**src/logic/crc_pkg.sv**
```systemverilog
package crc_pkg;

  ////////////////////////////////////////////////////////////////////////
  // crc-8, msb first, no reflection and no final xor

  localparam int CRC_W = 8;

  typedef logic [CRC_W-1:0] crc_t;

  // x^8 + x^2 + x + 1
  localparam crc_t CRC_POLY = 8'h07;
  localparam crc_t CRC_INIT = 8'h00;

endpackage

```
**src/logic/crc8_byte_accum.sv**
```systemverilog
`timescale 1ns/1ps

module crc8_byte_accum
  import crc_pkg::*;
(
  input  logic       clk,
  input  logic       reset,
  input  logic       clear_i,
  input  logic       byte_valid_i,
  input  logic [7:0] byte_i,
  output crc_t       crc_o
);

  crc_t crc_reg;
  crc_t crc_next;

  // fold one byte in, one polynomial step per bit, msb first
  always_comb begin
    crc_next = crc_reg ^ byte_i;
    for (int i = 0; i < 8; i++) begin
      if (crc_next[CRC_W-1]) begin
        crc_next = (crc_next << 1) ^ CRC_POLY;
      end else begin
        crc_next = crc_next << 1;
      end
    end
  end

  // clear wins over a byte arriving in the same cycle
  always_ff @(posedge clk) begin
    if (reset) begin
      crc_reg <= CRC_INIT;
    end else if (clear_i) begin
      crc_reg <= CRC_INIT;
    end else if (byte_valid_i) begin
      crc_reg <= crc_next;
    end
  end

  assign crc_o = crc_reg;

endmodule

```
**config.mk**
```make
export PLATFORM = sky130hd
export DESIGN_NAME = crc8_byte_accum
export DESIGN_NICKNAME = d
export VERILOG_FILES = /design/src/logic/crc_pkg.sv /design/src/logic/crc8_byte_accum.sv
export SDC_FILE = /design/constraint.sdc
export NUM_CORES = 1
export LEC_CHECK = 0
export BUFFER_PORTS_ARGS = -buffer_cell sky130_fd_sc_hd__buf_2
export CELL_PAD_IN_SITES_DETAIL_PLACEMENT = 1
export CELL_PAD_IN_SITES_GLOBAL_PLACEMENT = 1
export CORE_MARGIN = 8
export CORE_UTILIZATION = 41
export CTS_BUF_LIST = sky130_fd_sc_hd__clkbuf_2 sky130_fd_sc_hd__clkbuf_4 sky130_fd_sc_hd__clkbuf_8
export DETAILED_ROUTE_END_ITERATION = 8
export PLACE_DENSITY = 0.82
export SYNTH_ARGS = -nofsm -noshare
export SYNTH_HDL_FRONTEND = slang
export SYNTH_SLANG_ARGS = --single-unit
```
**constraint.sdc**
```tcl
create_clock -name clk -period 3.01 [get_ports clk]
set_clock_uncertainty 0.2 [all_clocks]
set_input_delay 0.602 -clock clk [delete_from_list [all_inputs] [get_ports clk]]
set_output_delay 0.602 -clock clk [all_outputs]
set_load 0.02 [all_outputs]
```
==> results.toml <==
[cts]
cts_buffer_depth = 2
htree_levels = 1
ctsResizeCount = 0
cts_buffers = 3
path_clk_slew_ps = 60
cts_tree = "done"
cts_hold_buf = 0
clk_latency_ps = 250
cts_sinks = 8
cts_root_buffer = "clkbuf_4"
postCtsSetupBuffers = 0

[pwr]
p_leak_nw = 0.351
power-per-cell-area_nw_per_um2 = 495
vdd_drop_max_mv = 0.227
total_power_uw = 351

[floorplanning]
die-area_um2 = 2860
core_um2 = 1300
dieWidth_um = 53.5
die_y_um = 53.5
initial_core_util = 0.443
rows = 13
ioPinCount = 20

[synth]
synth_largest_area_cell = "dfxtp_1"
synth.distinct_cells = 14
synthAdderAreaFrac = 0
synthTopCellsByCount = "9 x xnor2_1, 8 x dfxtp_1, 6 x xnor3_1"
synth-compound-area-share = 0.126
yosys.area_share.simple = 0.0846
synthArstFlopShare = 0
synth_most_common_cell = "xnor2_1"
ys_seq_area_frac = 0.278
synth_top_flop_cell = "dfxtp_1"
netlist_area_um2 = 577
yosys_warnings = 0
synth_edf_count = 0
synth_top_cell_area_share = 0.278
synth_top_family_by_area = "XOR/XNOR gates"
ys_ff_latch = 8
synth.area.mux_share = 0
synth_xor_area_frac = 0.499
syn_inst = 52
synth_fp_nets = 64
syn_avg_cell_area_um2 = 11.1
synth_area_leaders = "dfxtp_1 28%, xnor3_1 23%, xnor2_1 14%, xnor2_2 5.6%, or3_1 5.4%"

[critical_path]
cp_num_buf_inv = 1
worstPathCellList = "buf_2 > xnor2_2 > xnor3_1 > or3_1 > a21oi_1"
cp_top_family = "XOR/XNOR gates"
worstPathArrival_ps = 1980
cp_slowest_stage_delay_ps = 480
criticalPathCategory = "in2reg"
slowest_stage = "xnor3_1"
worstSetupEndpointType = "flop"
critical_path.max_fanout = 5
start_kind = "input pin"
worstPathRequired_ps = 2990

[finish]
num-fill-cells = 163
register_area_um2 = 160
fin_area_um2 = 709
diodes = 0
largest_reg_flops = 8
area_growth_pct = 23.0
fin_cells = 88
multi_input_area_um2 = 409
nNetsFinal = 87
drive_gt1_frac = 0.342

[drt]
wire_per_inst_um = 14.7
ant_nets = 0
first_pass_iters = 2
drc = 0
num_vias = 448
drt_iter0_drc = 3
viasPerCell = 5.09
drt_wl_total_um = 1290

[grt]
grt_overflow = 0
grt_use_total = 0.0979
grt_max_degree = 11
grt_pass1_vias = 492
grt_pass1_wl_um = 2090
antenna_found_initial = 0

[placement]
placedCellCount = 85
portBuffers = 19
dp_hpwl_um = 1090
pre_cts_ws_ps = 734
place_area_um2 = 687
gp_congestion = 0.750

[sta]
fin_ws_ps = 1010
finalCritPeriodShare = 0.665
setup_viol = 0
drv_slew = 0
grt_setup_unrepaired = "false"
fin_setup_tns_ps = 0
finalHoldViolCount = 0
period_needed_ps = 2000
max_slew.worst_pin.slew_ps = 384
relSlewSlack = 0.742
fmax_mhz = 500

[worst_hold_path]
min_path_type = "reg2reg"

[run]
cap_viol_max_count = 0

[status]
outcome = "completed"
[worst paths after layout]
path	from	endpoint	slack (ps)	cells past startpoint
worst max-delay path	byte_i[6]	crc_o[2]	1010	5
worst min register to register	crc_o[5]	crc_o[5]	310	2
worst min-delay path	crc_o[5]	crc_o[5]	310	2
worst max register to register	crc_o[6]	crc_o[2]	1090	4
[layout by cell type, fill, tap and decap left out]
cell       n
dfxtp_1    8
nor2_1     3
xnor3_1    6
xor2_1     2
or3_1      5
or2_2      1
inv_1      1
xor3_1     1
xnor2_2    2
a211oi_1   3
clkbuf_4   3
xnor2_1    9
buf_2     19
a21oi_1    5
o21ai_0    5
[kinds of logic (layout without fill, tap and decap cells)]
kind of cell / count (synthesis) / after routing
xor+xnor: 20 / 20
simple gates: 9 / 9
buf+inv: 2 / 23
compound gates: 13 / 13
flops: 8 / 8
[cell type report]
cell class | instances | share of cell area
inverters | 1 | 0.00529
flip-flops and latches | 8 | 0.226
well taps | 15 | 0.0265
repair buffers | 19 | 0.134
multi-input cells | 42 | 0.577
clock buffers | 3 | 0.0317
[metal layers]
layer / GRT usage / routed length [µm] / vias up / part of all wire
li1: - / - / 225 / -
met1: 0.0974 / 509 / 210 / 0.39
met2: 0.176 / 685 / 13 / 0.53
met3: 0.0588 / 96 / 0 / 0.074
met4: 0.0126 / 0 / 0 / 0
met5: 0 / 0 / - / 0
[stage by stage]
| stage | utilization | hold WS, ps |
|---|---|---|
| after floorplan | - | 378 |
| after detailed placement | 0.528 | 308 |
| after CTS | 0.545 | 318 |
| final | 0.545 | 310 |
| after global placement | 0.528 | 297 |
| after global routing | 0.545 | 348 |
[worst min-delay path, cell delays in order, from the launching register on]
cell and delay, ps:
dfxtp_1 330, o21ai_0 80, a21oi_1 60
[where the power goes]
group          switching (mW)  internal (mW)  leakage (nW)  total (mW)
clock                  0.0394         0.0458        0.0138      0.0852
combinational          0.0626         0.0814         0.272       0.144
sequential            0.00818          0.114        0.0653       0.122
No activity file was read; power rests on OpenSTA's default activity.
