--- config.mk ---
export PLATFORM = sky130hd
export DESIGN_NAME = crc_check_ctrl
export DESIGN_NICKNAME = d
export VERILOG_FILES = /design/src/logic/crc_pkg.sv /design/src/logic/pkt_format_pkg.sv /design/src/logic/crc_check_ctrl.sv
export SDC_FILE = /design/constraint.sdc
export NUM_CORES = 1
export LEC_CHECK = 0
export BUFFER_PORTS_ARGS = -buffer_cell sky130_fd_sc_hd__buf_4
export CORE_AREA = 2 2 64 66
export DETAILED_ROUTE_END_ITERATION = 10
export DIE_AREA = 0 0 66 68
export PLACE_DENSITY = 0.83
export SETUP_SLACK_MARGIN = 0.4
export SYNTH_ARGS = -nofsm -noshare
export SYNTH_HDL_FRONTEND = slang
export SYNTH_SLANG_ARGS = --single-unit
--- constraint.sdc ---
create_clock -name clk -period 2.4 [get_ports clk]
set_clock_uncertainty 0.15 [all_clocks]
set_input_delay 0.24 -clock clk [delete_from_list [all_inputs] [get_ports clk]]
set_output_delay 0.24 -clock clk [all_outputs]
set_load 0.02 [all_outputs]
--- src/logic/crc_pkg.sv ---
package crc_pkg;

  ////////////////////////////////////////////////////////////////////////
  // crc-8, msb first, no reflection and no final xor

  localparam int CRC_W = 8;

  typedef logic [CRC_W-1:0] crc_t;

  // x^8 + x^2 + x + 1
  localparam crc_t CRC_POLY = 8'h07;
  localparam crc_t CRC_INIT = 8'h00;

endpackage

--- src/logic/pkt_format_pkg.sv ---
package pkt_format_pkg;

  ////////////////////////////////////////////////////////////////////////
  // packet buffer geometry

  localparam int BUF_ADDR_W = 8;
  localparam int BUF_DEPTH  = 256;
  localparam int WORD_W     = 32;

  ////////////////////////////////////////////////////////////////////////
  // packet layout

  // header bits 7:4 hold the payload byte count minus one
  localparam int BYTE_CNT_W   = 4;
  localparam int BYTE_CNT_LSB = 4;

  // first payload byte sits two words above the header
  localparam int PAYLOAD_OFFSET = 2;

  typedef logic [BUF_ADDR_W-1:0] buf_addr_t;
  typedef logic [BYTE_CNT_W-1:0] byte_cnt_t;

endpackage

--- src/logic/crc_check_ctrl.sv ---
`timescale 1ns/1ps

module crc_check_ctrl
  import pkt_format_pkg::*;
  import crc_pkg::*;
(
  input  logic              clk,
  input  logic              reset,
  input  logic              start_i,
  input  buf_addr_t         hdr_addr_i,
  output buf_addr_t         rd_addr_o,
  input  logic [WORD_W-1:0] rd_data_i,
  output logic              crc_clear_o,
  output logic              byte_valid_o,
  output logic [7:0]        byte_o,
  input  crc_t              crc_i,
  output logic              busy_o,
  output logic              done_o,
  output logic              crc_err_o,
  output byte_cnt_t         pkt_byte_cnt_o
);

  typedef enum logic [1:0] {
    s_idle,
    s_hdr_read,
    s_payload_read,
    s_compare
  } state_t;

  state_t    state_reg, state_next;
  buf_addr_t addr_reg, addr_next;
  byte_cnt_t byte_cnt_reg, byte_cnt_next;
  crc_t      stored_crc_reg, stored_crc_next;
  logic      err_reg, err_next;

  // counts returned words; one extra bit so byte count + 1 fits
  logic [BYTE_CNT_W:0] cnt_reg, cnt_next;
  // index of the returned word that holds the stored crc
  logic [BYTE_CNT_W:0] crc_idx;
  logic                crc_mismatch;

  assign crc_idx      = {1'b0, byte_cnt_reg} + 1'b1;
  assign crc_mismatch = (stored_crc_reg != crc_i);

  ////////////////////////////////////////////////////////////////////////
  // state and control registers

  always_ff @(posedge clk) begin
    if (reset) begin
      state_reg    <= s_idle;
      addr_reg     <= '0;
      cnt_reg      <= '0;
      byte_cnt_reg <= '0;
      err_reg      <= 1'b0;
    end else begin
      state_reg    <= state_next;
      addr_reg     <= addr_next;
      cnt_reg      <= cnt_next;
      byte_cnt_reg <= byte_cnt_next;
      err_reg      <= err_next;
    end
  end

  always_ff @(posedge clk) begin
    stored_crc_reg <= stored_crc_next;
  end

  ////////////////////////////////////////////////////////////////////////
  // next state

  always_comb begin
    state_next      = state_reg;
    addr_next       = addr_reg;
    cnt_next        = cnt_reg;
    byte_cnt_next   = byte_cnt_reg;
    stored_crc_next = stored_crc_reg;
    err_next        = err_reg;

    case (state_reg)
      s_idle: begin
        if (start_i) begin
          addr_next  = hdr_addr_i;
          cnt_next   = '0;
          err_next   = 1'b0;
          state_next = s_hdr_read;
        end
      end

      // two cycles: header address out, then header word back
      s_hdr_read: begin
        if (!cnt_reg[0]) begin
          addr_next = addr_reg + buf_addr_t'(PAYLOAD_OFFSET);
          cnt_next  = cnt_reg + 1'b1;
        end else begin
          byte_cnt_next = rd_data_i[BYTE_CNT_LSB +: BYTE_CNT_W];
          addr_next     = addr_reg + 1'b1;
          cnt_next      = '0;
          state_next    = s_payload_read;
        end
      end

      // payload words return one per cycle, the crc word right after
      s_payload_read: begin
        addr_next = addr_reg + 1'b1;
        cnt_next  = cnt_reg + 1'b1;
        if (cnt_reg == crc_idx) begin
          stored_crc_next = rd_data_i[CRC_W-1:0];
          state_next      = s_compare;
        end
      end

      s_compare: begin
        err_next   = crc_mismatch;
        state_next = s_idle;
      end

      default: begin
        state_next = s_idle;
      end
    endcase
  end

  ////////////////////////////////////////////////////////////////////////
  // outputs

  assign rd_addr_o = addr_reg;

  // accumulator restarts on the accepted start
  assign crc_clear_o  = start_i && (state_reg == s_idle);
  assign byte_valid_o = (state_reg == s_payload_read) && (cnt_reg != crc_idx);
  assign byte_o       = rd_data_i[7:0];

  assign busy_o = (state_reg != s_idle);
  assign done_o = (state_reg == s_compare);

  // result shows in the compare cycle and is held afterwards
  assign crc_err_o      = (state_reg == s_compare) ? crc_mismatch : err_reg;
  assign pkt_byte_cnt_o = byte_cnt_reg;

endmodule

==> results.yml, run 1 <==
status:
  status: "completed"
synth:
  synth_edf_count: 8
  synth_nets: 263
  synthArstFlopShare: 0
  synth_common_cells: "20 x dfxtp_1, 17 x a21oi_1, 17 x nand2_1, 15 x nor2_1, 11 x xor2_1"
  synth_cell_type_count: 51
  synth_flop_cell: "dfxtp_1"
  syn_area_um2: 1780
  yosysTopAreaCell: "dfxtp_1"
  netlist.area_leader.share: 0.225
  syn_area_per_cell_um2: 8.75
  synth_warnings: 0
  yosysSeqAreaShare: 0.361
  synth_area_leaders: "dfxtp_1 23%, edfxtp_1 14%, ha_1 6.3%"
  synth_most_common_cell: "dfxtp_1"
  ys_ff_latch: 28
  synth_cells: 203
sta:
  setup_tns_ns: 0
  tightest_slew_ns: 0.447
  whs_ns: 0.0160
  drv_slew: 0
  relSlewSlack: 0.699
  max_clock_freq_mhz: 437
  hold_viol: 0
  min_period_over_period: 0.954
  finalCriticalPeriod_ns: 2.29
  finalWorstSetupSlack_ns: 0.111
  final-setup-viol-count: 0
  rsz0062_at_grt: "true"
clock_network:
  tritoncts: "done"
  htree_levels: 1
  clk_pin_slew_ns: 0.09
  cts-root-buf: "clkbuf_8"
  numCtsBuffers: 3
  clockBufferDepth: 2
  clock-sinks: 28
  clk_latency_ns: 0.27
placement:
  portBuffers: 51
  dpl.hpwl_um: 3110
  dp_cells: 294
  place_ws_ns: 0.237
  gp_congestion: 0.848
detailed_routing:
  dr.pass1.iters: 4
  routed_wl_um: 4570
  wl_per_cell_um: 14.7
  drcViolationCount: 0
  vias: 1685
  drt_iter0_drc: 88
  via_per_inst: 5.44
  antenna_left: 0
floorplan:
  row_count: 23
  initial_core_util: 0.461
  core_area_um2: 3860
  die_area_um2: 4490
  pin_count: 76
  die_w_um: 66
  dieHeight_um: 68
global_route:
  grt_antenna_before_repair: 0
  grtUsageTotal: 0.206
  grt_max_degree: 22
  first_global_vias: 1619
  grt_pass1_wl_um: 7200
  grt_overflow: 0
pwr:
  power_density_nw_per_um2: 967
  vdd_ir_drop_max_mv: 0.654
  p_leak_nw: 1.00
critical_path:
  cp.required_ns: 2.01
  worstSetupPathType: "reg -> out"
  worstSetupEndpointType: "output port"
  cp_max_fo: 3
  start_kind: "flop"
  arrival_ns: 1.90
layout:
  area_delta_synth_final_pct: 35.6
  fin_nets: 321
  stdcell_count: 310
  drive_gt1_frac: 0.346
  n_antenna_cell: 0
  utilization: 0.625
run:
  maxCapViolations: 0
min_path:
  hold_path_class: "in -> reg"
==> kinds of logic (layout without fill, tap and decap cells) <==
kind of cell | after synthesis | after routing | share of synthesized area
simple gates | 71 | 71 | 0.206
compound gates | 53 | 53 | 0.213
flops | 28 | 28 | 0.361
buf+inv | 26 | 83 | 0.0768
xor+xnor | 13 | 13 | 0.0641
fa+ha+maj | 9 | 9 | 0.0634
mux | 3 | 3 | 0.0169
==> final timing paths <==
path | startpoint | to | slack [ns] | depth (start not counted)
max | pkt_byte_cnt_o[1] | byte_valid_o | 0.11 | 6
max reg2reg | pkt_byte_cnt_o[1] | stored_crc_reg[7] | 0.20 | 6
min reg2reg | state_reg[1] | state_reg[1] | 0.37 | 2
min | rd_data_i[6] | stored_crc_reg[6] | 0.02 | 1
==> cells in the final DEF (no fill, tap or decap), types with 3 or more instances in the layout <==
master,instances
a211oi_1,3
a21oi_1,17
a221oi_1,3
a311o_1,3
buf_4,65
clkbuf_8,3
dfxtp_1,15
dfxtp_2,3
dlygate4sd3_1,4
edfxtp_1,8
ha_1,7
inv_1,5
mux2i_1,3
nand2_1,17
nand2b_1,3
nand3_1,10
nor2_1,15
nor2b_1,3
nor2b_4,3
nor3_1,4
o21ai_0,7
xor2_1,11
==> worst max-delay path: stages, from the launching register on <==
cell and delay [ns]:
dfxtp_4 0.36, ha_4 0.17, nor2b_4 0.12, or4_4 0.43, a311oi_4 0.31, nor2_1 0.07
buf_4 0.16
==> final cells by class <==
type                            instances  area, um2
Timing Repair Buffer                   71        551
Multi-Input combinational cell        149       1070
Tap cell                               50       62.6
Clock buffer                            4       45.0
Inverter                                8       30.0
Sequential cell                        28        652
Fill cell                             332       1450
==> what timing repair did <==
item,in CTS,in global routing
hold buffers,3,1
hold endpoints to repair,3,1
pin swaps,3,2
buffers inserted,7,1
gates resized for setup,7,7
setup endpoints to repair,15,17
==> per-stage QoR <==
stage / instance area (um2) / total power [W]
3_5_place_dp: 2220 / 0.00193
6_report: 2410 / 0.00233
5_1_grt: 2410 / 0.00248
2_1_floorplan: 1820 / 0.00149
4_1_cts: 2360 / 0.00228
3_3_place_gp: 2220 / 0.00189
==> routing by layer <==
layer	track usage	vias up	routed length (um)
li1	-	842	-
met1	0.238	777	1950
met2	0.390	64	2330
met3	0.0362	2	272
met4	0.0561	0	21
met5	0	-	0
==> power by group <==
group	internal, W	leakage, nW	switching, W
Combinational	0.000614	0.742	0.000744
Sequential	0.000572	0.238	0.000137
Clock	0.000119	0.0228	0.000144
Total	0.00130	1.00	0.00103
(Power assumes the default switching activity.)
==> run 2: changes to the inputs <==
BUFFER_PORTS_ARGS = default   (was -buffer_cell sky130_fd_sc_hd__buf_4)
CORE_AREA = 2 2 60 62   (was 2 2 64 66)
DIE_AREA = 0 0 62 64   (was 0 0 66 68)
DONT_BUFFER_PORTS = 1   (was default)
MAX_ROUTING_LAYER = met4   (was default)
PLACE_DENSITY = 0.73   (was 0.83)
REMOVE_ABC_BUFFERS = 1   (was default)
==> run 2 against run 1 <==
  * Clock power shrank 25%
  * Die area shrank 12%
  * Setup slack lost 0.047 ns
  * Hold slack lost 0.0043 ns
  * Core utilization grew 3.0 points
  * Wire length shrank 2.5%
  * Sequential power grew 12%
  * Via count shrank 4.8%
  * Critical path depth is the same
  * Count of clock-buffer cells in the layout is the same
  * Power shrank 8.0%
  * Critical endpoint unchanged
==> results.yml, run 2 (same netlist as run 1, synthesis figures left out) <==
min_path:
  hold_path_depth: 2
  hold_path_class: "in -> reg"
floorplan:
  row_count: 21
  core_area_um2: 3280
  initial_core_util: 0.541
  die_area_um2: 3970
  dieHeight_um: 64
  die_w_um: 62
  pin_count: 76
sta:
  drv_slew: 0
  rsz0062_at_grt: "true"
  max_clock_freq_mhz: 428
  min_period_over_period: 0.973
  finalWorstSetupSlack_ns: 0.0644
  finalCriticalPeriod_ns: 2.34
  hold_viol: 0
  tightest_slew_ns: 0.858
  setup_tns_ns: 0
  relSlewSlack: 0.426
  final-setup-viol-count: 0
global_route:
  grtUsageTotal: 0.236
  first_global_vias: 1585
  grt_util_met1: 0.261
  grt_overflow: 0
  grt_antenna_before_repair: 0
  grt-busiest-layer: "met2"
  grt_util_met3: 0.0405
  grt_max_degree: 22
  grtUsageMet2: 0.415
  grt_pass1_wl_um: 6980
critical_path:
  crit_chain: "ha_4 > nor2b_4 > or4_4 > a311oi_4 > buf_4 > nor2_4"
  cp.required_ns: 2.01
  cp_max_fo: 3
  rr_startpoint: "pkt_byte_cnt_o[0]"
  r2r_slack_ns: 0.16
  critPathLaunch: "pkt_byte_cnt_o[0]"
  worstSetupPathType: "reg -> out"
  slowest_delay_ns: 0.43
  r2r_cells: 9
  endpoint: "byte_valid_o"
  start_kind: "flop"
  cp_slowest_cell: "or4_4"
  arrival_ns: 1.95
  worstSetupEndpointType: "output port"
  r2r_end: "state_reg[0]"
detailed_routing:
  drcViolationCount: 0
  drt_iter0_drc: 46
  antenna_left: 0
  wl_per_cell_um: 16.6
  routed_wl_um: 4460
  via_per_inst: 5.99
  vias: 1604
  dr.pass1.iters: 4
clock_network:
  tritoncts: "done"
  clockBufferDepth: 2
  cts-root-buf: "clkbuf_4"
  clk_pin_slew_ns: 0.14
  clock-sinks: 28
  numCtsBuffers: 3
  clk_latency_ns: 0.32
  htree_levels: 1
layout:
  fin_area_um2: 2150
  fin_nets: 283
  area_delta_synth_final_pct: 21.0
  layout_common_cells: "21 x buf_4, 17 x nand2_1, 16 x a21oi_1"
  drive_gt1_frac: 0.252
  layout_commonest_cell: "buf_4"
  n_antenna_cell: 0
placement:
  gp_congestion: 0.855
  place_area_um2: 1830
  place_ws_ns: 0.140
  dpl.hpwl_um: 3010
  portBuffers: 0
pwr:
  power_density_nw_per_um2: 997
  power.share.clock: 0.092
  vdd_ir_drop_max_mv: 0.593
  internal-power_w: 0.00116
  combinationalPowerShare: 0.538
  p_leak_nw: 0.802
  p_sw_w: 0.000984
  pwr-share-seq: 0.370
  swShare: 0.459
status:
  status: "completed"
run:
  maxCapViolations: 0
run 2: cell types whose count changed in the layout (fill, tap and decap cells not counted), sizes merged:
cell         change
dlygate4sd3      +8
buf             -46
run 2: worst max-delay path: cells and delay by family (launching register included):
family,cells,cell delay [ns]
fa+ha+maj,1,0.18
compound gates,1,0.31
simple gates,3,0.60
buf+inv,1,0.18
flops,1,0.36
run 2: worst min-delay path by stage:
stage,start,slack [ns],end
after floorplan,reset,0.15,state_reg[0]
after global placement,reset,0.16,state_reg[0]
after detailed placement,reset,0.16,state_reg[0]
after CTS,hdr_addr_i[7],0.01,rd_addr_o[7]
after global routing,hdr_addr_i[5],0.01,rd_addr_o[5]
final,hdr_addr_i[7],0.01,rd_addr_o[7]
run 2: timing repair:
item / in CTS / in global routing
hold buffers: 12 / 0
endpoints found under the hold margin: 28 / 0
setup endpoints to repair: 17 / 20
pin swaps: 3 / 3
gates resized for setup: 20 / 13
setup buffers: 5 / 3
run 2: metrics by stage:
stage / power (W) / std cells / utilization / hold WS (ns)
after floorplan: 0.00144 / 185 / - / 0.155
after global placement: 0.00171 / 244 / 0.556 / 0.159
after detailed placement: 0.00174 / 244 / 0.556 / 0.161
after CTS: 0.00205 / 265 / 0.633 / 0.00983
after global routing: 0.00229 / 268 / 0.654 / 0.00984
final: 0.00214 / 268 / 0.654 / 0.0117
run 2: routing by layer:
metal	wire length (um)	part of all wire	up-vias
met3	310	0.070	8
met5	0	0	-
met2	2380	0.53	63
li1	-	-	765
met1	1680	0.38	768
met4	88	0.020	0
run 2: power groups by stage:
| stage | Sequential [W] | Combinational, W | Clock, W |
|---|---|---|---|
| 6_report | 0.000794 | 0.00115 | 0.000197 |
| 3_5_place_dp | 0.000780 | 0.000962 | 0 |
| 4_1_cts | 0.000779 | 0.00107 | 0.000205 |
| 3_3_place_gp | 0.000772 | 0.000936 | 0 |
| 2_1_floorplan | 0.000758 | 0.000683 | 0 |
| 5_1_grt | 0.000812 | 0.00126 | 0.000222 |
run 2: area by class of cell:
| type | count | area, um2 |
|---|---|---|
| repair buffers | 33 | 278 |
| fillers | 283 | 1130 |
| inverters | 8 | 30.0 |
| flip-flops and latches | 28 | 654 |
| multi-input cells | 149 | 1100 |
| well taps | 46 | 57.6 |
| clock buffers | 4 | 26.3 |
==> run 3: changes to the inputs <==
SETUP_SLACK_MARGIN = default   (was 0.4)
==> run 3 against run 2 <==
  * Sequential share of layout area up 1.5 points
  * Global-route usage is 1.0 points lower
  * Maximum frequency fell by 1.3%
  * Cell count shrank 2.6%
  * First-iteration DRC count shrank 13%
  * Via count fell by 2.9%
==> results.yml, run 3 (same netlist as run 1, synthesis figures left out) <==
critical_path:
  start_kind: "flop"
  arrival_ns: 1.98
  worstSetupEndpointType: "output port"
  cp_max_fo: 3
  cp.required_ns: 2.01
  worstSetupPathType: "reg -> out"
detailed_routing:
  wl_per_cell_um: 15.6
  drt_iter0_drc: 40
  drcViolationCount: 0
  routed_wl_um: 4080
  via_per_inst: 5.97
  antenna_left: 0
  dr.pass1.iters: 4
  vias: 1557
sta:
  final-setup-viol-count: 0
  hold_viol: 0
  drv_slew: 0
  rsz0062_at_grt: "true"
  max_clock_freq_mhz: 423
  whs_ns: 0.0126
  tightest_slew_ns: 0.799
  min_period_over_period: 0.986
  relSlewSlack: 0.465
  finalCriticalPeriod_ns: 2.37
floorplan:
  dieHeight_um: 64
  pin_count: 76
  row_count: 21
  die_w_um: 62
  initial_core_util: 0.541
  die_area_um2: 3970
  core_area_um2: 3280
clock_network:
  numCtsBuffers: 3
  cts-root-buf: "clkbuf_4"
  htree_levels: 1
  clockBufferDepth: 2
  clk_latency_ns: 0.32
  clk_pin_slew_ns: 0.14
  tritoncts: "done"
  clock-sinks: 28
layout:
  fin_nets: 276
  layout_common_cells: "18 x dfxtp_1, 17 x nand2_1, 17 x a21oi_1"
  num-fill-cells: 303
  n_antenna_cell: 0
  multiInputGateArea_um2: 1030
  seq_area_um2: 643
  utilization: 0.612
  drive_gt1_frac: 0.135
  area_delta_synth_final_pct: 13.2
  layout_commonest_cell: "dfxtp_1"
min_path:
  hold_path_class: "in -> reg"
pwr:
  p_sw_w: 0.000920
  power_density_nw_per_um2: 984
  fin_total_pwr_w: 0.00198
  p_leak_nw: 0.758
  vdd_ir_drop_max_mv: 0.544
  swShare: 0.465
  power.share.clock: 0.099
  combinationalPowerShare: 0.512
  pwr-share-seq: 0.390
  internal-power_w: 0.00106
placement:
  gp_congestion: 0.855
  dpl.hpwl_um: 3010
  portBuffers: 0
global_route:
  grt_pass1_wl_um: 6720
  grtUsageTotal: 0.226
  first_global_vias: 1544
  grt_max_degree: 22
  grt_antenna_before_repair: 0
  grt_overflow: 0
status:
  status: "completed"
run:
  maxCapViolations: 0
[run 3: stage by stage]
stage	TNS [ns]	cell area (um2)	setup slack, ns	cells
finish	0	2010	0.0339	261
global route	-0.0493	2010	-0.0493	261
CTS	0	1990	0.0184	260
detailed placement	0	1830	0.140	244
global placement	0	1830	0.191	244
floorplan	0	1670	0.0447	185
[run 3: power by group through the flow]
stage                     sequential [W]  clock [W]  combinational, W
after floorplan                 0.000758          0          0.000683
after global placement          0.000772          0          0.000936
after detailed placement        0.000780          0          0.000962
after CTS                       0.000768   0.000205           0.00100
after global routing            0.000790   0.000222           0.00112
final                           0.000771   0.000195           0.00101
[run 3: area by class of cell]
cell class	count	area share
multi-input combinational	149	0.513
sequential	28	0.320
clock buffer	4	0.0131
inverter	8	0.0149
timing repair buffer	26	0.111
tap	46	0.0286
[run 3: worst paths after layout]
kind,start,slack (ns),depth (start not counted),to
hold / removal,hdr_addr_i[7],0.01,2,rd_addr_o[7]
setup / recovery,pkt_byte_cnt_o[1],0.03,6,byte_valid_o
setup reg to reg,pkt_byte_cnt_o[1],0.12,9,state_reg[0]
hold reg to reg,err_reg,0.37,2,err_reg
[run 3: metal layers]
layer	vias to the layer above	GRT usage	routed length, um
met2	50	0.401	2150
li1	754	-	-
met1	749	0.248	1660
met5	-	-	0
met4	0	0.0638	41
met3	4	0.0405	230
[run 3: repair_timing]
item,CTS,global route
pin swaps,1,2
endpoints found under the setup margin,1,1
gates resized for setup,3,4
hold buffers,11,0
hold endpoints to repair,28,0
buffers inserted,1,1
[run 3: critical path: stages, from the launching register on]
cell,delay (ns)
dfxtp_2,0.36
ha_4,0.17
nor2b_1,0.13
or4_4,0.44
a311oi_4,0.33
buf_4,0.18
nor2_4,0.05
